**src/hdl/gem_rx_pkg.sv**
```systemverilog
`default_nettype none

package gem_rx_pkg;

  localparam int NUM_FIBERS  = 2;               // Fibers per receiver
  localparam int DELAY_DEPTH = 16;              // Frame delay taps
  localparam int GOOD_FRAMES = 16;              // Clean frames before link_good
  localparam int BAD_ERRORS  = 8;               // Framing errors that mark link_bad

  typedef logic [3:0]  delay_t;                 // Delay in frames, 0..15
  typedef logic [7:0]  link_count_t;            // Link error count
  typedef logic [15:0] err_count_t;             // Reported error count

  typedef struct packed {
    logic       start;                          // First frame after lock
    logic       fc;                             // Latency code seen
    logic       valid;                          // Link framed
    logic       match;                          // PRBS payload matched
    logic       sync_done;                      // Link ready
    logic       err;                            // PRBS mismatch
    logic       link_had_err;                   // Sticky link error
    logic       link_good;
    logic       link_bad;
    err_count_t err_count;                      // PRBS or link errors
  } rx_status_s;

  typedef struct packed {
    logic overflow;
    logic bc0;
    logic resync;
  } rx_markers_s;

endpackage

`default_nettype wire

```
**src/hdl/gem_link_pkg.sv**
```systemverilog
`default_nettype none

package gem_link_pkg;

  // --------------------------------------------------------------------------
  // Link word as it leaves the deserializer
  // --------------------------------------------------------------------------
  typedef logic [15:0] link_data_t;             // One 16-bit link word

  typedef struct packed {
    logic       is_k;                           // Word carries a K character
    link_data_t data;                           // Word payload
  } link_word_s;

  // --------------------------------------------------------------------------
  // Frame of four words: comma/K word, then three data words MSW first
  // --------------------------------------------------------------------------
  typedef logic [7:0]  k_char_t;                // K character in lower byte of word 0
  typedef logic [47:0] gem_data_t;              // Payload of words 1..3

  typedef struct packed {
    k_char_t   k_char;                          // Marker code of this frame
    gem_data_t data;                            // Trigger payload
  } gem_frame_s;

  localparam int      FRAME_WORDS = 4;          // Words per frame

  localparam k_char_t K_COMMA     = 8'hBC;      // Upper byte of word 0
  localparam k_char_t K_OVERFLOW  = 8'hFC;      // Buffer overflow marker
  localparam k_char_t K_BC0       = 8'h1C;      // Bunch crossing zero
  localparam k_char_t K_RESYNC    = 8'h3C;      // Resync marker
  localparam k_char_t K_LATENCY   = 8'hF7;      // Latency measurement code

endpackage

`default_nettype wire
```
**src/hdl/gem_rx_top.sv**
```systemverilog
`timescale 1ns/1ps
`default_nettype none

module gem_rx_top (
  input  logic                                                  clock,
  input  logic                                                  gtx_rx_reset,
  input  logic                                                  clear_sync,
  input  logic                                                  ttc_resync,
  input  logic                                                  prbs_mode,
  input  gem_rx_pkg::delay_t                                    delay_is,
  input  logic [gem_rx_pkg::NUM_FIBERS-1:0]                     pol_swap,
  input  gem_link_pkg::link_word_s [gem_rx_pkg::NUM_FIBERS-1:0] rx_word,
  output gem_rx_pkg::rx_status_s [gem_rx_pkg::NUM_FIBERS-1:0]   rx_status,
  output gem_link_pkg::gem_frame_s [gem_rx_pkg::NUM_FIBERS-1:0] rx_frame,
  output logic [gem_rx_pkg::NUM_FIBERS-1:0]                     rx_frame_strobe,
  output gem_rx_pkg::rx_markers_s [gem_rx_pkg::NUM_FIBERS-1:0]  rx_markers
);
  import gem_rx_pkg::*;

  // One receiver per fiber, control inputs shared
  for (genvar i = 0; i < NUM_FIBERS; i++) begin : g_fiber
    gem_optical_rx i_optical_rx (
      .clock, .gtx_rx_reset, .clear_sync, .ttc_resync, .prbs_mode, .delay_is,
      .pol_swap        (pol_swap[i]),
      .rx_word         (rx_word[i]),
      .rx_status       (rx_status[i]),
      .rx_frame        (rx_frame[i]),
      .rx_frame_strobe (rx_frame_strobe[i]),
      .rx_markers      (rx_markers[i])
    );
  end

endmodule

`default_nettype wire

```
**src/hdl/gem_optical_rx.sv**
```systemverilog
`timescale 1ns/1ps
`default_nettype none

module gem_optical_rx (
  input  logic                     clock,
  input  logic                     gtx_rx_reset,
  input  logic                     clear_sync,       // Zeroes the status register
  input  logic                     ttc_resync,
  input  logic                     prbs_mode,
  input  gem_rx_pkg::delay_t       delay_is,
  input  logic                     pol_swap,
  input  gem_link_pkg::link_word_s rx_word,
  output gem_rx_pkg::rx_status_s   rx_status,
  output gem_link_pkg::gem_frame_s rx_frame,
  output logic                     rx_frame_strobe,
  output gem_rx_pkg::rx_markers_s  rx_markers
);
  import gem_link_pkg::*;
  import gem_rx_pkg::*;

  gem_frame_s  frame;
  logic        frame_strobe;
  logic        frame_err;
  logic        locked;
  logic        start_pulse;
  link_count_t link_errors;
  logic        link_had_err;
  logic        link_good;
  logic        link_bad;
  logic        match;
  logic        err;
  err_count_t  prbs_errors;

  gem_frame_aligner i_aligner (
    .clock, .gtx_rx_reset, .rx_word, .pol_swap,
    .frame, .frame_strobe, .frame_err, .locked, .start_pulse
  );

  gem_link_monitor i_link_monitor (
    .clock, .gtx_rx_reset, .ttc_resync, .frame_strobe, .frame_err,
    .link_errors, .link_had_err, .link_good, .link_bad
  );

  gem_prbs_checker i_prbs_checker (
    .clock, .gtx_rx_reset, .prbs_mode, .frame_strobe, .locked, .frame,
    .match, .err, .prbs_errors
  );

  gem_rx_delay_line i_delay_line (
    .clock, .gtx_rx_reset, .frame_strobe, .link_good, .link_bad, .frame, .delay_is,
    .out_frame  (rx_frame),
    .out_strobe (rx_frame_strobe),
    .markers    (rx_markers)
  );

  // --------------------------------------------------------------------------
  // Status register, one cycle behind the submodules
  // --------------------------------------------------------------------------
  always_ff @(posedge clock or posedge gtx_rx_reset) begin
    if (gtx_rx_reset) begin
      rx_status <= '0;
    end else if (clear_sync) begin
      rx_status <= '0;
    end else begin
      rx_status.start        <= start_pulse;
      rx_status.fc           <= frame_strobe && (frame.k_char == K_LATENCY);  // Latency code
      rx_status.valid        <= locked;
      rx_status.sync_done    <= locked;         // Readiness is frame lock
      rx_status.match        <= match;
      rx_status.err          <= err;
      rx_status.link_had_err <= link_had_err;
      rx_status.link_good    <= link_good;
      rx_status.link_bad     <= link_bad;
      rx_status.err_count    <= prbs_mode ? prbs_errors : err_count_t'(link_errors);
    end
  end

endmodule

`default_nettype wire

```
**src/hdl/gem_rx_delay_line.sv**
```systemverilog
`timescale 1ns/1ps
`default_nettype none

module gem_rx_delay_line (
  input  logic                     clock,
  input  logic                     gtx_rx_reset,
  input  logic                     frame_strobe,
  input  logic                     link_good,
  input  logic                     link_bad,
  input  gem_link_pkg::gem_frame_s frame,
  input  gem_rx_pkg::delay_t       delay_is,      // Frames of delay
  output gem_link_pkg::gem_frame_s out_frame,
  output logic                     out_strobe,
  output gem_rx_pkg::rx_markers_s  markers
);
  import gem_link_pkg::*;
  import gem_rx_pkg::*;

  gem_frame_s in_frame;
  gem_frame_s hist [DELAY_DEPTH-1];               // Earlier frames, newest first
  gem_frame_s taps [DELAY_DEPTH];                 // Tap 0 is the incoming frame
  gem_frame_s sel;
  logic       ignore_link;

  assign ignore_link = !link_good || link_bad;    // Keep bad links out of the trigger

  always_comb begin
    in_frame = frame;
    if (ignore_link) begin
      in_frame.data   = '1;
      in_frame.k_char = '0;
    end
    taps[0] = in_frame;
    for (int i = 1; i < DELAY_DEPTH; i++) taps[i] = hist[i-1];
    sel = taps[delay_is];
  end

  always_ff @(posedge clock) begin
    if (frame_strobe) begin
      hist[0] <= in_frame;
      for (int i = 1; i < DELAY_DEPTH - 1; i++) hist[i] <= hist[i-1];
      out_frame <= sel;
    end
  end

  always_ff @(posedge clock or posedge gtx_rx_reset) begin
    if (gtx_rx_reset) begin
      out_strobe <= 1'b0;
      markers    <= '0;
    end else begin
      out_strobe <= frame_strobe;
      if (frame_strobe) begin                     // Held with out_frame
        markers.overflow <= (sel.k_char == K_OVERFLOW);
        markers.bc0      <= (sel.k_char == K_BC0);
        markers.resync   <= (sel.k_char == K_RESYNC);
      end
    end
  end

endmodule

`default_nettype wire

```
**src/hdl/gem_prbs_checker.sv**
```systemverilog
`timescale 1ns/1ps
`default_nettype none

module gem_prbs_checker (
  input  logic                     clock,
  input  logic                     gtx_rx_reset,
  input  logic                     prbs_mode,     // Count mismatches
  input  logic                     frame_strobe,
  input  logic                     locked,
  input  gem_link_pkg::gem_frame_s frame,
  output logic                     match,
  output logic                     err,
  output gem_rx_pkg::err_count_t   prbs_errors
);
  import gem_link_pkg::*;
  import gem_rx_pkg::*;

  gem_data_t last_data;                           // Previous payload, seeds the next step
  gem_data_t expected;
  logic      seeded;                              // last_data holds a frame of this lock
  logic      data_ok;

  // Fibonacci LFSR step, taps 48 47 21 20
  function automatic gem_data_t prbs_step(input gem_data_t d);
    return {d[46:0], d[47] ^ d[46] ^ d[20] ^ d[19]};
  endfunction

  assign expected = prbs_step(last_data);
  assign data_ok  = (frame.data == expected);

  always_ff @(posedge clock) begin
    if (frame_strobe) last_data <= frame.data;    // Self seeding
  end

  always_ff @(posedge clock or posedge gtx_rx_reset) begin
    if (gtx_rx_reset) begin
      seeded      <= 1'b0;
      match       <= 1'b0;
      err         <= 1'b0;
      prbs_errors <= '0;
    end else begin
      if (!locked) seeded <= 1'b0;                // Reseed after lock loss
      else if (frame_strobe) seeded <= 1'b1;
      if (frame_strobe && seeded) begin
        match <= data_ok;
        err   <= !data_ok;
        if (prbs_mode && !data_ok) prbs_errors <= prbs_errors + 1'b1;  // Wraps
      end
      if (!prbs_mode) prbs_errors <= '0;
    end
  end

endmodule

`default_nettype wire

```
**src/hdl/gem_link_monitor.sv**
```systemverilog
`timescale 1ns/1ps
`default_nettype none

module gem_link_monitor (
  input  logic                    clock,
  input  logic                    gtx_rx_reset,
  input  logic                    ttc_resync,    // Clears counters and flags
  input  logic                    frame_strobe,
  input  logic                    frame_err,
  output gem_rx_pkg::link_count_t link_errors,   // Saturating error count
  output logic                    link_had_err,  // Sticky
  output logic                    link_good,
  output logic                    link_bad
);
  import gem_rx_pkg::*;

  link_count_t good_cnt;                          // Clean frames in a row

  always_ff @(posedge clock or posedge gtx_rx_reset) begin
    if (gtx_rx_reset) begin
      link_errors  <= '0;
      good_cnt     <= '0;
      link_had_err <= 1'b0;
      link_good    <= 1'b0;
      link_bad     <= 1'b0;
    end else if (ttc_resync) begin
      link_errors  <= '0;
      good_cnt     <= '0;
      link_had_err <= 1'b0;
      link_good    <= 1'b0;
      link_bad     <= 1'b0;
    end else if (frame_err) begin
      if (link_errors != '1) link_errors <= link_errors + 1'b1;
      if (link_errors >= link_count_t'(BAD_ERRORS - 1)) link_bad <= 1'b1;  // Count after this one
      link_had_err <= 1'b1;
      link_good    <= 1'b0;                       // Any error restarts the run
      good_cnt     <= '0;
    end else if (frame_strobe && !link_good) begin
      good_cnt <= good_cnt + 1'b1;
      if (good_cnt == link_count_t'(GOOD_FRAMES - 1)) link_good <= 1'b1;
    end
  end

endmodule

`default_nettype wire

```
**src/hdl/gem_frame_aligner.sv**
```systemverilog
`timescale 1ns/1ps
`default_nettype none

module gem_frame_aligner (
  input  logic                     clock,
  input  logic                     gtx_rx_reset,
  input  gem_link_pkg::link_word_s rx_word,       // One word per clock
  input  logic                     pol_swap,      // Board route swaps the pair
  output gem_link_pkg::gem_frame_s frame,         // Last complete frame
  output logic                     frame_strobe,  // New frame on frame
  output logic                     frame_err,     // Framing violation
  output logic                     locked,        // Frame boundary held
  output logic                     start_pulse    // First frame after lock
);
  import gem_link_pkg::*;

  typedef enum logic {HUNT, LOCKED} state_e;

  state_e                         state;
  logic [$clog2(FRAME_WORDS)-1:0] pos;            // Position of the incoming word
  link_data_t                     word_data;
  logic                           is_comma;
  logic                           violation;
  logic                           frame_done;
  logic                           first_frame;    // Waiting for first frame after lock
  k_char_t                        k_hold;         // K char of frame in progress
  link_data_t [1:0]               held;           // Data words 1 and 2

  assign word_data  = pol_swap ? ~rx_word.data : rx_word.data;  // is_k is not swapped
  assign is_comma   = rx_word.is_k && (word_data[15:8] == K_COMMA);
  assign violation  = (pos == '0) ? !is_comma : rx_word.is_k;   // Checked in LOCKED only
  assign frame_done = (state == LOCKED) && !violation
                      && (pos == $bits(pos)'(FRAME_WORDS - 1));

  // --------------------------------------------------------------------------
  // Framing FSM
  // --------------------------------------------------------------------------
  always_ff @(posedge clock or posedge gtx_rx_reset) begin
    if (gtx_rx_reset) begin
      state        <= HUNT;
      pos          <= '0;
      locked       <= 1'b0;
      first_frame  <= 1'b0;
      frame_strobe <= 1'b0;
      frame_err    <= 1'b0;
      start_pulse  <= 1'b0;
    end else begin
      frame_strobe <= frame_done;                   // Pulses after word 3
      frame_err    <= 1'b0;
      start_pulse  <= frame_done && first_frame;
      case (state)
        HUNT: begin
          if (is_comma) begin                       // Any comma opens a frame
            state       <= LOCKED;
            pos         <= 1'b1;
            locked      <= 1'b1;
            first_frame <= 1'b1;
          end
        end
        LOCKED: begin
          if (violation) begin
            frame_err <= 1'b1;
            locked    <= 1'b0;                      // Lock lost
            if (is_comma) begin                     // Misplaced comma restarts at once
              pos         <= 1'b1;
              first_frame <= 1'b1;
            end else begin
              state <= HUNT;
              pos   <= '0;
            end
          end else begin
            locked <= 1'b1;
            pos    <= frame_done ? '0 : pos + 1'b1;
            if (frame_done) first_frame <= 1'b0;
          end
        end
      endcase
    end
  end

  // Payload path
  always_ff @(posedge clock) begin
    if (is_comma) k_hold <= word_data[7:0];       // Every accepted comma starts a frame
    if (!rx_word.is_k) held <= {held[0], word_data};
    if (frame_done) begin
      frame.k_char <= k_hold;
      frame.data   <= {held, word_data};          // MSW first
    end
  end

endmodule

`default_nettype wire

```
**config.mk**
```make
export PLATFORM = sky130hd
export DESIGN_NAME = gem_rx_top
export DESIGN_NICKNAME = d
export VERILOG_FILES = /design/src/hdl/gem_rx_pkg.sv /design/src/hdl/gem_link_pkg.sv /design/src/hdl/gem_rx_top.sv /design/src/hdl/gem_optical_rx.sv /design/src/hdl/gem_rx_delay_line.sv /design/src/hdl/gem_prbs_checker.sv /design/src/hdl/gem_link_monitor.sv /design/src/hdl/gem_frame_aligner.sv
export SDC_FILE = /design/constraint.sdc
export NUM_CORES = 2
export LEC_CHECK = 0
export BUFFER_PORTS_ARGS = -buffer_cell sky130_fd_sc_hd__buf_2
export CAP_MARGIN = 25
export CORE_UTILIZATION = 35
export CTS_BUF_LIST = sky130_fd_sc_hd__clkbuf_2 sky130_fd_sc_hd__clkbuf_4 sky130_fd_sc_hd__clkbuf_8
export DETAILED_ROUTE_END_ITERATION = 6
export SYNTH_ARGS = -nofsm -noshare
export SYNTH_HDL_FRONTEND = slang
export SYNTH_SLANG_ARGS = --single-unit
```
**constraint.sdc**
```tcl
create_clock -name clock -period 29.5 [get_ports clock]
set_clock_uncertainty 0.05 [all_clocks]
set_input_delay 4.425 -clock clock [delete_from_list [all_inputs] [get_ports clock]]
set_output_delay 4.425 -clock clock [all_outputs]
set_load 0.05 [all_outputs]
```
==> impl_metrics.yaml <==
outcome:
  status: "complete, no violations"
clock_tree:
  clockRootBuffer: "clkbuf_8"
  ctsHoldBuffers: 0
  cts_tree: "done"
  cts_buffers: 370
  clock-sinks: 2228
  insertion_delay_ns: 1.07
  clk_pin_slew_ns: 0.06
  postCtsSetupBuffers: 0
  cts_buffer_depth: 4
  htreeDepth: 5
  post_cts_resized: 0
cells_and_area:
  syn_to_final_growth_pct: 13.88
  fin_nets: 4313
  fillers: 21310
  drive_gt1_share_pct: 30.24
  final_util_pct: 40.08
floorplan:
  ios: 215
  initial_utilization_pct: 35.20
  core-area_um2: 240500
  die_w_um: 493.8
  die-area_um2: 243900
  die_h_um: 493.8
  rows: 180
global_route:
  grt_pass1_vias: 40110
  grt-ovfl-total: 0
  antenna_found_initial: 13
  grt.total_usage_pct: 13.68
  grt_max_degree: 207
  grt_pass1_wl_um: 255200
synth:
  synth_ff_type: "edfxtp_1"
  synth.avg_cell_area_um2: 22.38
  muxShareOfSynthArea_pct: 14.67
  yosysTopAreaCellShare_pct: 73.78
  synth.area.top_cells: "edfxtp_1 (74%), mux4_2 (14%), dfrtp_1 (4.4%), xor2_1 (1.1%), nand2b_1 (0.82%)"
  yosys.area_share.simple_pct: 3.118
  async_reset_ff_share_pct: 6.643
  synth_top_cells_by_count: "edfxtp_1 (2080), mux4_2 (520), dfrtp_1 (148), nand2b_1 (111), xor2_1 (103)"
  netlist_area_um2: 84660
  synth_compound_area_share_pct: 0.9680
  yosys.area.top_type: "edfxtp_1"
  yosys.area_share.adder_pct: 0.1478
  synth_top_family_by_area: "multiplexers"
  yosys_warnings: 0
  synth_edf_count: 2080
  syn_nets: 3838
  synth_seq_cells: 2228
  synth_cell_types: 66
  synth.most_common_cell: "edfxtp_1"
  yosysSeqAreaShare_pct: 78.15
  synthCells: 3783
  yosys.area_share.xor_xnor_pct: 1.779
placed_design:
  dp_hpwl_um: 97740
  gp_congestion: 0.7611
  io_buffers: 214
  preCtsSetupSlack_ns: 19.36
route:
  drcViolationCount: 0
  routed_wl_um: 167400
  vias_per_cell: 4.978
  dr.pass1.iters: 5
  wl_per_cell_um: 21.70
  ant_nets: 0
  drtIter0Drc: 3357
  via_count: 38390
timing:
  fmax_mhz: 119.8
  tns_ns: 0
  worst_slew_pin_slew_ns: 1.212
  hold_viol: 0
  worst_slack_ns: 21.15
  slew_viol_final: 0
  setup_viol: 0
  slew_headroom_pct: 19.17
  rsz0062_at_grt: "false"
  period_needed_ns: 8.346
  period_share_pct: 28.29
power:
  clockPowerShare_pct: 41.4
  total_power_mw: 6.212
  p_switching_mw: 1.304
  comb_power_share_pct: 3.1
  p_leak_nw: 31.31
  pwr-share-seq_pct: 55.5
  switching_share_pct: 20.99
  p_int_mw: 4.908
  p_per_area_nw_per_um2: 64.43
  irDropWorstVdd_v: 0.00004073
flow_run:
  maxCapViolCount: 0
setup_path:
  worstPathArrival_ns: 9.03
  critPathLaunchType: "input port"
  rr_worst_depth: 4
  required_ns: 30.18
  worstReg2RegEnd: "g_fiber[0].i_optical_rx.i_delay_line.hist[1][92]"
  r2r-start: "g_fiber[0].i_optical_rx.i_aligner.frame_strobe"
  worstSetupPathType: "input port to flip-flop"
  cp_max_fo: 77
  end_kind: "flip-flop"
  reg2reg_setup_slack_ns: 24.84
  startpoint: "delay_is[0]"
min_path:
  min_path_type: "flip-flop to flip-flop"
  worstHoldPathCells: 0
  holdPathEnd: "g_fiber[1].i_optical_rx.i_aligner.frame[34]"
  hp-start: "g_fiber[1].i_optical_rx.i_aligner.held[18]"
worst max path at each step:
stage	end	slack [ns]	depth (start not counted)
floorplan	flip-flop	3.94	5
global placement	g_fiber[0].i_optical_rx.i_delay_line.out_frame[36]	19.39	7
detailed placement	g_fiber[0].i_optical_rx.i_delay_line.out_frame[42]	19.36	7
CTS	g_fiber[0].i_optical_rx.i_delay_line.out_frame[42]	20.51	7
global route	g_fiber[0].i_optical_rx.i_delay_line.out_frame[33]	20.80	7
finish	g_fiber[0].i_optical_rx.i_delay_line.out_frame[33]	21.15	7
per-layer routing:
metal	part of all wire [%]	global-route usage, %	up-vias	wire, um
met5	0.011	0	-	18
met3	6.3	3.371	269	10560
met1	47	20.41	20440	78340
met4	2.6	4.832	4	4368
li1	-	-	16610	-
met2	44	19.37	1069	74090
power by group through the flow:
stage / Sequential [mW] / Combinational [mW] / Clock [mW]
finish: 3.44 / 0.195 / 2.57
global route: 3.44 / 0.212 / 2.80
CTS: 3.44 / 0.200 / 2.67
detailed placement: 3.51 / 0.199 / 0
global placement: 3.51 / 0.197 / 0
floorplan: 3.51 / 0.148 / 0
state kept, by name (all words and copies together), names as in the netlist, 4 cells and up:
name,cells
g_fiber.i_optical_rx.i_aligner.pos,4
g_fiber.i_optical_rx.i_link_monitor.good_cnt,16
g_fiber.i_optical_rx.i_aligner.held,64
g_fiber.i_optical_rx.i_prbs_checker.last_data,96
g_fiber.i_optical_rx.rx_status,48
g_fiber.i_optical_rx.i_delay_line.hist,1680
g_fiber.i_optical_rx.i_aligner.frame,112
g_fiber.i_optical_rx.i_link_monitor.link_errors,16
g_fiber.i_optical_rx.i_delay_line.markers,6
g_fiber.i_optical_rx.i_prbs_checker.prbs_errors,32
g_fiber.i_optical_rx.i_delay_line.out_frame,112
g_fiber.i_optical_rx.i_aligner.k_hold,16
kinds of logic after synthesis:
logic type               count (synthesis)
flip-flops                            2228
multiplexers                           590
AND/OR/NAND/NOR                        473
buffers and inverters                  191
XOR/XNOR                               172
AO/OA/AOI/OAI                          119
adder cells (fa/ha/maj)                 10
critical path, stage by stage:
cell	delay, ns
buf_8	0.57
buf_4	0.79
buf_4	0.72
buf_4	0.45
buf_4	0.77
mux4_2	0.60
mux4_2	0.48
cell type report:
| cell class | count | area [um^2] | share of cell area [%] |
|---|---|---|---|
| Sequential cell | 2228 | 66170 | 68.63 |
| Multi-Input combinational cell | 1364 | 17520 | 18.17 |
| Clock buffer | 506 | 6182 | 6.412 |
| Tap cell | 3185 | 3985 | 4.133 |
| Timing Repair Buffer | 273 | 1770 | 1.836 |
| Clock inverter | 129 | 676.9 | 0.7021 |
| Inverter | 21 | 91.34 | 0.09474 |
| Antenna cell | 5 | 12.51 | 0.01298 |
cell usage in the layout, fill, tap and decap left out, drive strengths merged, types with 10 or more instances in the layout:
| master | n |
|---|---|
| a21oi | 35 |
| a221oi | 21 |
| and2 | 35 |
| and3 | 24 |
| buf | 273 |
| clkbuf | 506 |
| clkinv | 118 |
| dfrtp | 148 |
| edfxtp | 2080 |
| ha | 10 |
| inv | 22 |
| mux2i | 67 |
| mux4 | 520 |
| nand2 | 57 |
| nand2b | 111 |
| nand3 | 14 |
| nand4 | 37 |
| nor2 | 100 |
| nor2b | 20 |
| nor3 | 21 |
| nor4 | 20 |
| o21ai | 20 |
| xnor2 | 69 |
| xor2 | 103 |
metrics by stage:
stage	cells	hold slack [ns]	area (um^2)
floorplan	3783	0.3503	84660
global placement	7062	0.3509	89290
detailed placement	7063	0.3545	89320
CTS	7698	0.3323	96180
global route	7707	0.3476	96400
finish	7711	0.3321	96410
No activity file was read; power rests on OpenSTA's default activity.
